## config.mk

```make
export PLATFORM = sky130hd
export DESIGN_NAME = dram_ctrl_top
export DESIGN_NICKNAME = d
export VERILOG_FILES = /design/src/verilog/mem_pkg.sv /design/src/verilog/panel_pkg.sv /design/src/verilog/dram_ctrl_top.sv /design/src/verilog/read_return_buffer.sv /design/src/verilog/request_arbiter.sv /design/src/verilog/seven_segment_controller.sv /design/src/verilog/status_display.sv
export SDC_FILE = /design/constraint.sdc
export NUM_CORES = 1
export LEC_CHECK = 0
export BUFFER_PORTS_ARGS = -buffer_cell sky130_fd_sc_hd__buf_2
export CORE_UTILIZATION = 40
export CTS_CLUSTER_SIZE = 16
export DETAILED_ROUTE_END_ITERATION = 8
export GPL_TIMING_DRIVEN = 1
export PLACE_DENSITY_LB_ADDON = 0.3
export SYNTH_ARGS = -nofsm -noshare
export SYNTH_HDL_FRONTEND = slang
export SYNTH_SLANG_ARGS = --single-unit
```

## constraint.sdc

```tcl
create_clock -name clk_dram_ctrl -period 6 [get_ports clk_dram_ctrl]
set_clock_uncertainty 0.05 [all_clocks]
set_input_delay 1.2 -clock clk_dram_ctrl [delete_from_list [all_inputs] [get_ports clk_dram_ctrl]]
set_output_delay 1.2 -clock clk_dram_ctrl [all_outputs]
set_load 0.03 [all_outputs]
```

## src/verilog/mem_pkg.sv

```systemverilog
`default_nettype none

package mem_pkg;

    // controller request bus
    localparam int ADDR_W = 24;   // burst address
    localparam int DATA_W = 128;  // one burst

    typedef logic [ADDR_W-1:0] mem_addr_t;
    typedef logic [DATA_W-1:0] mem_data_t;

    // we bit on the request bus
    typedef enum logic {
        MEM_OP_READ  = 1'b0,
        MEM_OP_WRITE = 1'b1
    } mem_op_e;

    // both depths are powers of two, pointers wrap on their own
    localparam int OUTSTANDING_MAX = 4;
    localparam int RETURN_DEPTH    = 4;

    localparam int OP_PTR_W  = $clog2(OUTSTANDING_MAX);
    localparam int OP_CNT_W  = $clog2(OUTSTANDING_MAX + 1);
    localparam int RET_PTR_W = $clog2(RETURN_DEPTH);
    localparam int RET_CNT_W = $clog2(RETURN_DEPTH + 1);

    typedef logic [OP_PTR_W-1:0]  op_ptr_t;
    typedef logic [OP_CNT_W-1:0]  op_cnt_t;
    typedef logic [RET_PTR_W-1:0] ret_ptr_t;
    typedef logic [RET_CNT_W-1:0] ret_cnt_t;

    // sample load first, then audio reads only
    typedef enum logic {
        ARB_LOAD = 1'b0,
        ARB_RUN  = 1'b1
    } arb_state_e;

endpackage

`default_nettype wire

```

## src/verilog/panel_pkg.sv

```systemverilog
`default_nettype none

package panel_pkg;

    localparam int DIGITS       = 8;
    localparam int DIGIT_PERIOD = 16;  // cycles per lit digit

    localparam int DIGIT_W = $clog2(DIGITS);
    localparam int DWELL_W = $clog2(DIGIT_PERIOD);

    typedef logic [4*DIGITS-1:0] disp_word_t;  // eight hex nibbles
    typedef logic [15:0]         count_t;      // wraps
    typedef logic [DIGIT_W-1:0]  digit_t;
    typedef logic [DWELL_W-1:0]  dwell_t;

    // code 3 is unused and shows zero like DISP_BLANK
    typedef enum logic [1:0] {
        DISP_TRAFFIC = 2'd0,
        DISP_LOAD    = 2'd1,
        DISP_BLANK   = 2'd2
    } disp_sel_e;

endpackage

`default_nettype wire

```

## src/verilog/dram_ctrl_top.sv

```systemverilog
`default_nettype none

module dram_ctrl_top (
    input  wire                       clk_dram_ctrl,
    input  wire                       rst_dram_ctrl,
    // sample load stream
    input  wire                       i_wr_valid,
    input  wire mem_pkg::mem_data_t   i_wr_data,
    input  wire                       i_wr_last,
    output logic                      o_wr_ready,
    // audio read addresses
    input  wire                       i_rd_addr_valid,
    input  wire mem_pkg::mem_addr_t   i_rd_addr,
    output logic                      o_rd_addr_ready,
    // DDR3 controller request bus
    output logic                      o_mem_stb,
    output logic                      o_mem_we,
    output mem_pkg::mem_addr_t        o_mem_addr,
    output mem_pkg::mem_data_t        o_mem_wdata,
    input  wire                       i_mem_stall,
    input  wire                       i_mem_ack,
    input  wire mem_pkg::mem_data_t   i_mem_rdata,
    // audio read data
    output logic                      o_audio_valid,
    output mem_pkg::mem_data_t        o_audio_data,
    input  wire                       i_audio_ready,
    // panel
    input  wire panel_pkg::disp_sel_e i_disp_sel,
    output logic                      o_load_complete,
    output logic [panel_pkg::DIGITS-1:0] o_ss_an,
    output logic [6:0]                o_ss_c
);

    logic                  accept;
    mem_pkg::mem_op_e      accept_op;
    logic                  req_room;
    logic                  read_room;
    mem_pkg::mem_addr_t    write_addr;
    panel_pkg::disp_word_t disp_word;

    request_arbiter u_arb (
        .clk_dram_ctrl   (clk_dram_ctrl),
        .rst_dram_ctrl   (rst_dram_ctrl),
        .i_wr_valid      (i_wr_valid),
        .i_wr_data       (i_wr_data),
        .i_wr_last       (i_wr_last),
        .i_rd_addr_valid (i_rd_addr_valid),
        .i_rd_addr       (i_rd_addr),
        .i_mem_stall     (i_mem_stall),
        .i_req_room      (req_room),
        .i_read_room     (read_room),
        .o_wr_ready      (o_wr_ready),
        .o_rd_addr_ready (o_rd_addr_ready),
        .o_mem_stb       (o_mem_stb),
        .o_mem_we        (o_mem_we),
        .o_mem_addr      (o_mem_addr),
        .o_mem_wdata     (o_mem_wdata),
        .o_accept        (accept),
        .o_accept_op     (accept_op),
        .o_write_addr    (write_addr),
        .o_load_complete (o_load_complete)
    );

    read_return_buffer u_ret (
        .clk_dram_ctrl (clk_dram_ctrl),
        .rst_dram_ctrl (rst_dram_ctrl),
        .i_accept      (accept),
        .i_accept_op   (accept_op),
        .i_mem_ack     (i_mem_ack),
        .i_mem_rdata   (i_mem_rdata),
        .i_audio_ready (i_audio_ready),
        .o_req_room    (req_room),
        .o_read_room   (read_room),
        .o_audio_valid (o_audio_valid),
        .o_audio_data  (o_audio_data)
    );

    status_display u_status (
        .clk_dram_ctrl   (clk_dram_ctrl),
        .rst_dram_ctrl   (rst_dram_ctrl),
        .i_mem_ack       (i_mem_ack),
        .i_audio_valid   (o_audio_valid),
        .i_audio_ready   (i_audio_ready),
        .i_write_addr    (write_addr),
        .i_load_complete (o_load_complete),
        .i_disp_sel      (i_disp_sel),
        .o_disp_word     (disp_word)
    );

    seven_segment_controller u_ssc (
        .clk_dram_ctrl (clk_dram_ctrl),
        .rst_dram_ctrl (rst_dram_ctrl),
        .i_disp_word   (disp_word),
        .o_ss_an       (o_ss_an),
        .o_ss_c        (o_ss_c)
    );

endmodule

`default_nettype wire

```

## src/verilog/read_return_buffer.sv

```systemverilog
`default_nettype none

module read_return_buffer (
    input  wire                     clk_dram_ctrl,
    input  wire                     rst_dram_ctrl,
    input  wire                     i_accept,
    input  wire mem_pkg::mem_op_e   i_accept_op,
    input  wire                     i_mem_ack,
    input  wire mem_pkg::mem_data_t i_mem_rdata,
    input  wire                     i_audio_ready,
    output logic                    o_req_room,
    output logic                    o_read_room,
    output logic                    o_audio_valid,
    output mem_pkg::mem_data_t      o_audio_data
);

    // opcodes of requests in flight, oldest at op_rd_ptr
    mem_pkg::mem_op_e   op_mem [mem_pkg::OUTSTANDING_MAX];
    mem_pkg::op_ptr_t   op_wr_ptr;
    mem_pkg::op_ptr_t   op_rd_ptr;
    mem_pkg::op_cnt_t   op_count;
    mem_pkg::op_cnt_t   reads_inflight;

    mem_pkg::mem_data_t ret_mem [mem_pkg::RETURN_DEPTH];
    mem_pkg::ret_ptr_t  ret_wr_ptr;
    mem_pkg::ret_ptr_t  ret_rd_ptr;
    mem_pkg::ret_cnt_t  ret_count;

    logic ack_read;  // ack belongs to a read
    logic acc_read;
    logic ret_pop;

    assign ack_read = i_mem_ack && (op_mem[op_rd_ptr] == mem_pkg::MEM_OP_READ);
    assign acc_read = i_accept && (i_accept_op == mem_pkg::MEM_OP_READ);
    assign ret_pop  = o_audio_valid && i_audio_ready;

    assign o_req_room  = op_count < mem_pkg::op_cnt_t'(mem_pkg::OUTSTANDING_MAX);
    // credit covers data still coming back plus data waiting here
    assign o_read_room = (int'(reads_inflight) + int'(ret_count)) < mem_pkg::RETURN_DEPTH;

    assign o_audio_valid = (ret_count != '0);
    assign o_audio_data  = ret_mem[ret_rd_ptr];

    always_ff @(posedge clk_dram_ctrl) begin
        if (rst_dram_ctrl) begin
            op_wr_ptr      <= '0;
            op_rd_ptr      <= '0;
            op_count       <= '0;
            reads_inflight <= '0;
            ret_wr_ptr     <= '0;
            ret_rd_ptr     <= '0;
            ret_count      <= '0;
        end else begin
            if (i_accept) op_wr_ptr <= op_wr_ptr + 1'b1;
            if (i_mem_ack) op_rd_ptr <= op_rd_ptr + 1'b1;
            case ({i_accept, i_mem_ack})
                2'b10:   op_count <= op_count + 1'b1;
                2'b01:   op_count <= op_count - 1'b1;
                default: ;
            endcase
            case ({acc_read, ack_read})
                2'b10:   reads_inflight <= reads_inflight + 1'b1;
                2'b01:   reads_inflight <= reads_inflight - 1'b1;
                default: ;
            endcase
            if (ack_read) ret_wr_ptr <= ret_wr_ptr + 1'b1;
            if (ret_pop) ret_rd_ptr <= ret_rd_ptr + 1'b1;
            case ({ack_read, ret_pop})
                2'b10:   ret_count <= ret_count + 1'b1;
                2'b01:   ret_count <= ret_count - 1'b1;
                default: ;
            endcase
        end
    end

    always_ff @(posedge clk_dram_ctrl) begin
        if (i_accept) op_mem[op_wr_ptr] <= i_accept_op;
        if (ack_read) ret_mem[ret_wr_ptr] <= i_mem_rdata;
    end

    // acks are in order, so each one must match a queued request
    a_ack_has_req : assert property (
        @(posedge clk_dram_ctrl) disable iff (rst_dram_ctrl)
        i_mem_ack |-> (op_count != '0)
    );

    a_ret_no_overflow : assert property (
        @(posedge clk_dram_ctrl) disable iff (rst_dram_ctrl)
        (ack_read && !ret_pop) |-> (ret_count < mem_pkg::ret_cnt_t'(mem_pkg::RETURN_DEPTH))
    );

endmodule

`default_nettype wire

```

## src/verilog/request_arbiter.sv

```systemverilog
`default_nettype none

module request_arbiter (
    input  wire                 clk_dram_ctrl,
    input  wire                 rst_dram_ctrl,
    input  wire                 i_wr_valid,
    input  wire mem_pkg::mem_data_t i_wr_data,
    input  wire                 i_wr_last,
    input  wire                 i_rd_addr_valid,
    input  wire mem_pkg::mem_addr_t i_rd_addr,
    input  wire                 i_mem_stall,
    input  wire                 i_req_room,
    input  wire                 i_read_room,
    output logic                o_wr_ready,
    output logic                o_rd_addr_ready,
    output logic                o_mem_stb,
    output logic                o_mem_we,
    output mem_pkg::mem_addr_t  o_mem_addr,
    output mem_pkg::mem_data_t  o_mem_wdata,
    output logic                o_accept,
    output mem_pkg::mem_op_e    o_accept_op,
    output mem_pkg::mem_addr_t  o_write_addr,
    output logic                o_load_complete
);

    mem_pkg::arb_state_e state;
    logic                armed;       // holds ready low one cycle out of reset
    logic                slot_full;
    logic                slot_open;
    mem_pkg::mem_op_e    slot_op;
    mem_pkg::mem_addr_t  slot_addr;
    mem_pkg::mem_data_t  slot_data;
    logic                slot_last;   // slot holds the final load beat
    mem_pkg::mem_addr_t  write_addr;
    logic                wr_take;
    logic                rd_take;

    assign slot_open = armed && !slot_full;

    // a write also needs room in the outstanding queue
    assign o_wr_ready      = slot_open && i_req_room && (state == mem_pkg::ARB_LOAD);
    assign o_rd_addr_ready = slot_open && i_req_room && i_read_room
                             && (state == mem_pkg::ARB_RUN);

    assign wr_take = i_wr_valid && o_wr_ready;
    assign rd_take = i_rd_addr_valid && o_rd_addr_ready;

    // slot goes straight onto the bus
    assign o_mem_stb   = slot_full;
    assign o_mem_we    = (slot_op == mem_pkg::MEM_OP_WRITE);
    assign o_mem_addr  = slot_addr;
    assign o_mem_wdata = slot_data;

    assign o_accept        = slot_full && !i_mem_stall;
    assign o_accept_op     = slot_op;
    assign o_write_addr    = write_addr;
    assign o_load_complete = (state == mem_pkg::ARB_RUN);

    always_ff @(posedge clk_dram_ctrl) begin
        if (rst_dram_ctrl) begin
            state      <= mem_pkg::ARB_LOAD;
            armed      <= 1'b0;
            slot_full  <= 1'b0;
            write_addr <= '0;
        end else begin
            armed <= 1'b1;
            if (wr_take || rd_take) begin
                slot_full <= 1'b1;
            end else if (o_accept) begin
                slot_full <= 1'b0;  // ready again next cycle
                if (slot_op == mem_pkg::MEM_OP_WRITE) begin
                    write_addr <= write_addr + 1'b1;
                    if (slot_last) begin
                        state <= mem_pkg::ARB_RUN;
                    end
                end
            end
        end
    end

    always_ff @(posedge clk_dram_ctrl) begin
        if (wr_take) begin
            slot_op   <= mem_pkg::MEM_OP_WRITE;
            slot_addr <= write_addr;  // bursts land at 0, 1, 2, ...
            slot_data <= i_wr_data;
            slot_last <= i_wr_last;
        end else if (rd_take) begin
            slot_op   <= mem_pkg::MEM_OP_READ;
            slot_addr <= i_rd_addr;
            slot_last <= 1'b0;
        end
    end

    // controller sees a steady request until it takes it
    a_stall_stable : assert property (
        @(posedge clk_dram_ctrl) disable iff (rst_dram_ctrl)
        (o_mem_stb && i_mem_stall) |=> (o_mem_stb && $stable(o_mem_we)
            && $stable(o_mem_addr) && $stable(o_mem_wdata))
    );

    // no write reaches the bus once the sample load is done
    a_no_write_after_load : assert property (
        @(posedge clk_dram_ctrl) disable iff (rst_dram_ctrl)
        o_load_complete |-> !(o_mem_stb && o_mem_we)
    );

endmodule

`default_nettype wire

```

## src/verilog/seven_segment_controller.sv

```systemverilog
`default_nettype none

module seven_segment_controller (
    input  wire                        clk_dram_ctrl,
    input  wire                        rst_dram_ctrl,
    input  wire panel_pkg::disp_word_t i_disp_word,
    output logic [panel_pkg::DIGITS-1:0] o_ss_an,
    output logic [6:0]                 o_ss_c
);

    panel_pkg::dwell_t dwell;
    panel_pkg::digit_t digit_idx;
    logic [3:0]        nibble;
    logic [6:0]        seg;  // bit 0 is a, bit 6 is g, active high
    logic [panel_pkg::DIGITS-1:0] digit_sel;

    always_ff @(posedge clk_dram_ctrl) begin
        if (rst_dram_ctrl) begin
            dwell     <= '0;
            digit_idx <= '0;
        end else if (dwell == panel_pkg::dwell_t'(panel_pkg::DIGIT_PERIOD - 1)) begin
            dwell <= '0;
            if (digit_idx == panel_pkg::digit_t'(panel_pkg::DIGITS - 1)) digit_idx <= '0;
            else digit_idx <= digit_idx + 1'b1;
        end else begin
            dwell <= dwell + 1'b1;
        end
    end

    assign nibble = i_disp_word[{digit_idx, 2'b00} +: 4];

    always_comb begin
        digit_sel            = '0;
        digit_sel[digit_idx] = 1'b1;
    end

    always_comb begin
        case (nibble)
            4'h0: seg = 7'h3f;
            4'h1: seg = 7'h06;
            4'h2: seg = 7'h5b;
            4'h3: seg = 7'h4f;
            4'h4: seg = 7'h66;
            4'h5: seg = 7'h6d;
            4'h6: seg = 7'h7d;
            4'h7: seg = 7'h07;
            4'h8: seg = 7'h7f;
            4'h9: seg = 7'h6f;
            4'ha: seg = 7'h77;
            4'hb: seg = 7'h7c;  // lower case b
            4'hc: seg = 7'h39;
            4'hd: seg = 7'h5e;  // lower case d
            4'he: seg = 7'h79;
            default: seg = 7'h71;
        endcase
    end

    // anodes and cathodes both pull low
    assign o_ss_an = ~digit_sel;
    assign o_ss_c  = ~seg;

endmodule

`default_nettype wire

```

## src/verilog/status_display.sv

```systemverilog
`default_nettype none

module status_display (
    input  wire                      clk_dram_ctrl,
    input  wire                      rst_dram_ctrl,
    input  wire                      i_mem_ack,
    input  wire                      i_audio_valid,
    input  wire                      i_audio_ready,
    input  wire mem_pkg::mem_addr_t  i_write_addr,
    input  wire                      i_load_complete,
    input  wire panel_pkg::disp_sel_e i_disp_sel,
    output panel_pkg::disp_word_t    o_disp_word
);

    panel_pkg::count_t ack_count;   // completed requests
    panel_pkg::count_t beat_count;  // audio beats taken downstream

    always_ff @(posedge clk_dram_ctrl) begin
        if (rst_dram_ctrl) begin
            ack_count  <= '0;
            beat_count <= '0;
        end else begin
            if (i_mem_ack) begin
                ack_count <= ack_count + 1'b1;
            end
            if (i_audio_valid && i_audio_ready) begin
                beat_count <= beat_count + 1'b1;
            end
        end
    end

    always_comb begin
        case (i_disp_sel)
            panel_pkg::DISP_TRAFFIC: begin
                o_disp_word = {beat_count, ack_count};
            end
            panel_pkg::DISP_LOAD: begin
                // flag on bit 24, address below it
                o_disp_word = {7'd0, i_load_complete, i_write_addr};
            end
            default: begin
                o_disp_word = '0;  // blank and the spare code
            end
        endcase
    end

endmodule

`default_nettype wire

```

==> run_results.csv <==
group,metric,value,unit
run_status,status,"complete, no violations",
power,pwr-share-clk,0.349,
global_routing,globalRouteTotalUtil,0.178,
floorplanning,placementRows,96,
flow_run,maxCapViolations,0,
placed_design,place_hpwl,43400,um
synth,synth_flop_cell,"edfxtp_1",
synth,yosys-top-cells-count,"669 x edfxtp_1, 133 x mux4_2, 109 x nand2_1",
drt,num_vias,15300,
synth,synth_nets,1761,
drt,vias_per_cell,4.99,
drt,dr.pass1.iters,5,
global_routing,grt_pass1_vias,15800,
global_routing,grtUsageMet2,0.291,
timing,setup_viol,0,
cts,root_buffer,"clkbuf_16",
layout,design_area,34700,um2
global_routing,grt_pass1_wl,94700,um
cts,post_cts_buffers,0,
drt,wl,65300,um
floorplanning,dieArea,71500,um2
synth,yosysMostFrequentCell,"edfxtp_1",
setup_path,worst_r2r_path_depth,6,
timing,fmax,200,MHz
timing,min_period_over_period,0.834,
setup_path,r2r_end,"u_arb.o_mem_wdata[85]",
power,power.leakage,12.4,nW
min_path,hold_class,"reg -> reg",
setup_path,startpoint_type,"flip-flop",
synth,synth_cell_types,57,
min_path,min_from,"u_ret.op_count[2]",
floorplanning,io_pins,591,
setup_path,crit_type,"reg -> out",
global_routing,antenna_found_initial,14,
synth,syn_area,28200,um2
synth,ys_top_cells_by_area,"edfxtp_1 71%, mux4_2 11%, dfxtp_1 6.3%, nand2_1 1.5%, xor2_1 1.4%",
power,p_per_area,382,nW/um2
cts,ctsHoldBuffers,0,
timing,worstMarginPinSlew,1.07,ns
synth,synth_cells,1442,
floorplanning,fp.dieH,267,um
timing,slew_viol_final,0,
synth,ys_seq_elements,757,
synth,yosysWarnings,0,
setup_path,cpPeakStageDelay,0.98,ns
global_routing,grt-ovfl-total,0,
setup_path,r2r_start,"u_arb.o_mem_stb",
power,power.switching,3.71,mW
placed_design,placedInstanceArea,32200,um2
cts,clkTransAtPathRegs,0.06,ns
drt,ant_nets,0,
setup_path,cp_cell_sequence,"mux4_2 > mux2i_1 > nor2_1 > o211a_1 > inv_1 > ha_1 > mux2i_1 > o22ai_1 > buf_2",
power,vdd_drop_max,0.243,mV
timing,max_slew_margin,0.289,
timing,hold_viol,0,
cts,cts_buffers,80,
floorplanning,die_width,267,um
layout,regArea,21900,um2
drt,routedWlPerCell,21.3,um
placed_design,place.gp.congestion,0.907,
layout,multi_input_area,5950,um2
setup_path,required,4.75,ns
layout,num-fill-cells,5782,
setup_path,critPathSlowestCell,"dfxtp_1",
setup_path,crit_top_cell,"mux2i_1",
setup_path,cp-end-kind,"primary output",
global_routing,top_usage_layer,"met2",
cts,ctsResizeCount,0,
power,combPwrFrac,0.190,
cts,clk_path_buf_depth,3,
synth,syn_avg_cell_area,19.5,um2
min_path,min_to,"u_ret.op_count[2]",
global_routing,grt_max_degree,99,
drt,dr.first_iter.drc_count,1205,
floorplanning,initial_core_util,0.408,
synth,synth_top_area_frac,0.713,
layout,area_growth,23.1,%
drt,drt_drc_violations_left,0,
global_routing,use_met3,0.0591,
timing,period_minus_slack,5.01,ns
cts,h-tree-depth,3,
min_path,worstHoldPathCells,2,
timing,whs,0.443,ns
cts,cts_sinks,757,
setup_path,cp_max_fo,25,
placed_design,portBuffers,590,
cts,insertion_delay,0.62,ns
setup_path,r2r_slack,2.47,ns
floorplanning,coreArea,69100,um2
synth,seq_area_frac_synth,0.776,
setup_path,cp_data_arrival_time,3.76,ns
power,switching_share,0.280,
layout,final_layout_size_suffix_gt1_frac,0.403,
timing,rsz0062_at_grt,"no",
timing,finalSetupTns,0,ns
synth,synth_edf_count,669,
synth,synth_largest_area_cell,"edfxtp_1",
power,p_seq_frac,0.461,
layout,final_nets,2389,
power,p_int,9.52,mW
cts,cts_tree,"built",
global_routing,grt_util_met1,0.215,
synth,synth-async-reset-ratio,0,
## power by group through the flow
| stage | registers (mW) | clock network, mW | logic [mW] |
|---|---|---|---|
| after floorplan | 6.29 | 0 | 1.73 |
| after global placement | 6.21 | 0 | 2.55 |
| after detailed placement | 6.22 | 0 | 2.56 |
| after CTS | 6.11 | 4.74 | 2.57 |
| after global routing | 6.13 | 4.92 | 2.68 |
| final | 6.10 | 4.61 | 2.52 |
## worst max path at each step
stage,startpoint,endpoint,slack (ns),cells after the start
after floorplan,u_arb.o_mem_stb,u_arb.o_mem_wdata[0],0.26,6
after global placement,i_disp_sel[0],o_ss_c[0],1.28,9
after detailed placement,i_disp_sel[0],o_ss_c[5],1.17,10
after CTS,u_ssc.digit_idx[0],o_ss_c[5],1.04,9
after global routing,u_ssc.digit_idx[0],o_ss_c[5],0.77,9
final,u_ssc.digit_idx[0],o_ss_c[5],0.99,9
## worst max-delay path: cells and delay by family, from the launching register on
family / cells / cell delay, ns
and+or+nand+nor: 1 / 0.08
buffers and inverters: 2 / 0.40
muxes: 3 / 0.90
AOI/OAI and AO/OA: 2 / 0.50
adders and majority gates: 1 / 0.27
DFF: 1 / 0.98
## layout by cell type (no fill, tap or decap), drive strengths merged, types with 8 or more instances in the layout
cell,n
mux2i,32
nand4,8
nor2,89
xor2,45
and2,10
buf,602
a21oi,19
or3,11
clkbuf,102
xnor2,16
ha,26
dfxtp,88
nand3,23
edfxtp,669
o21ai,15
mux4,133
nand2,109
clkinv,36
and3,9
inv,28
## layout make-up
cell class / count / area share
Sequential cell: 757 / 0.630
Multi-Input combinational cell: 603 / 0.172
Timing Repair Buffer: 602 / 0.0903
Clock buffer: 102 / 0.0613
Tap cell: 931 / 0.0336
Clock inverter: 40 / 0.00938
Inverter: 26 / 0.00296
Antenna cell: 7 / 0.000505
## state kept, by name (all words and copies together) (netlist names), 2 cells and up, named ones only
register	cells
u_ret.ret_mem	512
u_arb.o_mem_wdata	128
u_arb.o_mem_addr	24
u_arb.o_write_addr	24
u_status.ack_count	16
u_status.beat_count	16
u_ret.op_mem	4
u_ssc.dwell	4
u_ret.op_count	3
u_ret.reads_inflight	3
u_ret.ret_count	3
u_ssc.digit_idx	3
u_ret.op_rd_ptr	2
u_ret.op_wr_ptr	2
u_ret.ret_rd_ptr	2
u_ret.ret_wr_ptr	2
## routing by layer
layer / up-vias / part of all wire / wire (um)
li1: 6904 / - / -
met1: 7723 / 0.38 / 25100
met2: 549 / 0.49 / 32300
met3: 131 / 0.087 / 5660
met4: 16 / 0.033 / 2160
met5: - / 0.0015 / 99
## per-stage QoR
| step | util | worst slack (ns) | instances | total power, mW |
|---|---|---|---|---|
| 2_1_floorplan | - | 0.259 | 1442 | 8.01 |
| 3_3_place_gp | 0.466 | 1.28 | 2919 | 8.76 |
| 3_5_place_dp | 0.466 | 1.17 | 2919 | 8.78 |
| 4_1_cts | 0.502 | 1.04 | 3061 | 13.4 |
| 5_1_grt | 0.502 | 0.771 | 3066 | 13.7 |
| 6_report | 0.502 | 0.995 | 3068 | 13.2 |
## kinds of logic (layout without fill, tap and decap cells)
| logic type | after synthesis | in the layout | synth area share |
|---|---|---|---|
| compound gates | 58 | 58 | 0.0132 |
| xor+xnor | 61 | 61 | 0.0190 |
| fa+ha+maj | 29 | 29 | 0.0137 |
| buf+inv | 82 | 770 | 0.0131 |
| flops | 757 | 757 | 0.776 |
| mux | 165 | 165 | 0.118 |
| other cells | 0 | 7 | 0 |
| simple gates | 290 | 290 | 0.0474 |
Note: power is estimated with default switching activity, not from simulation.
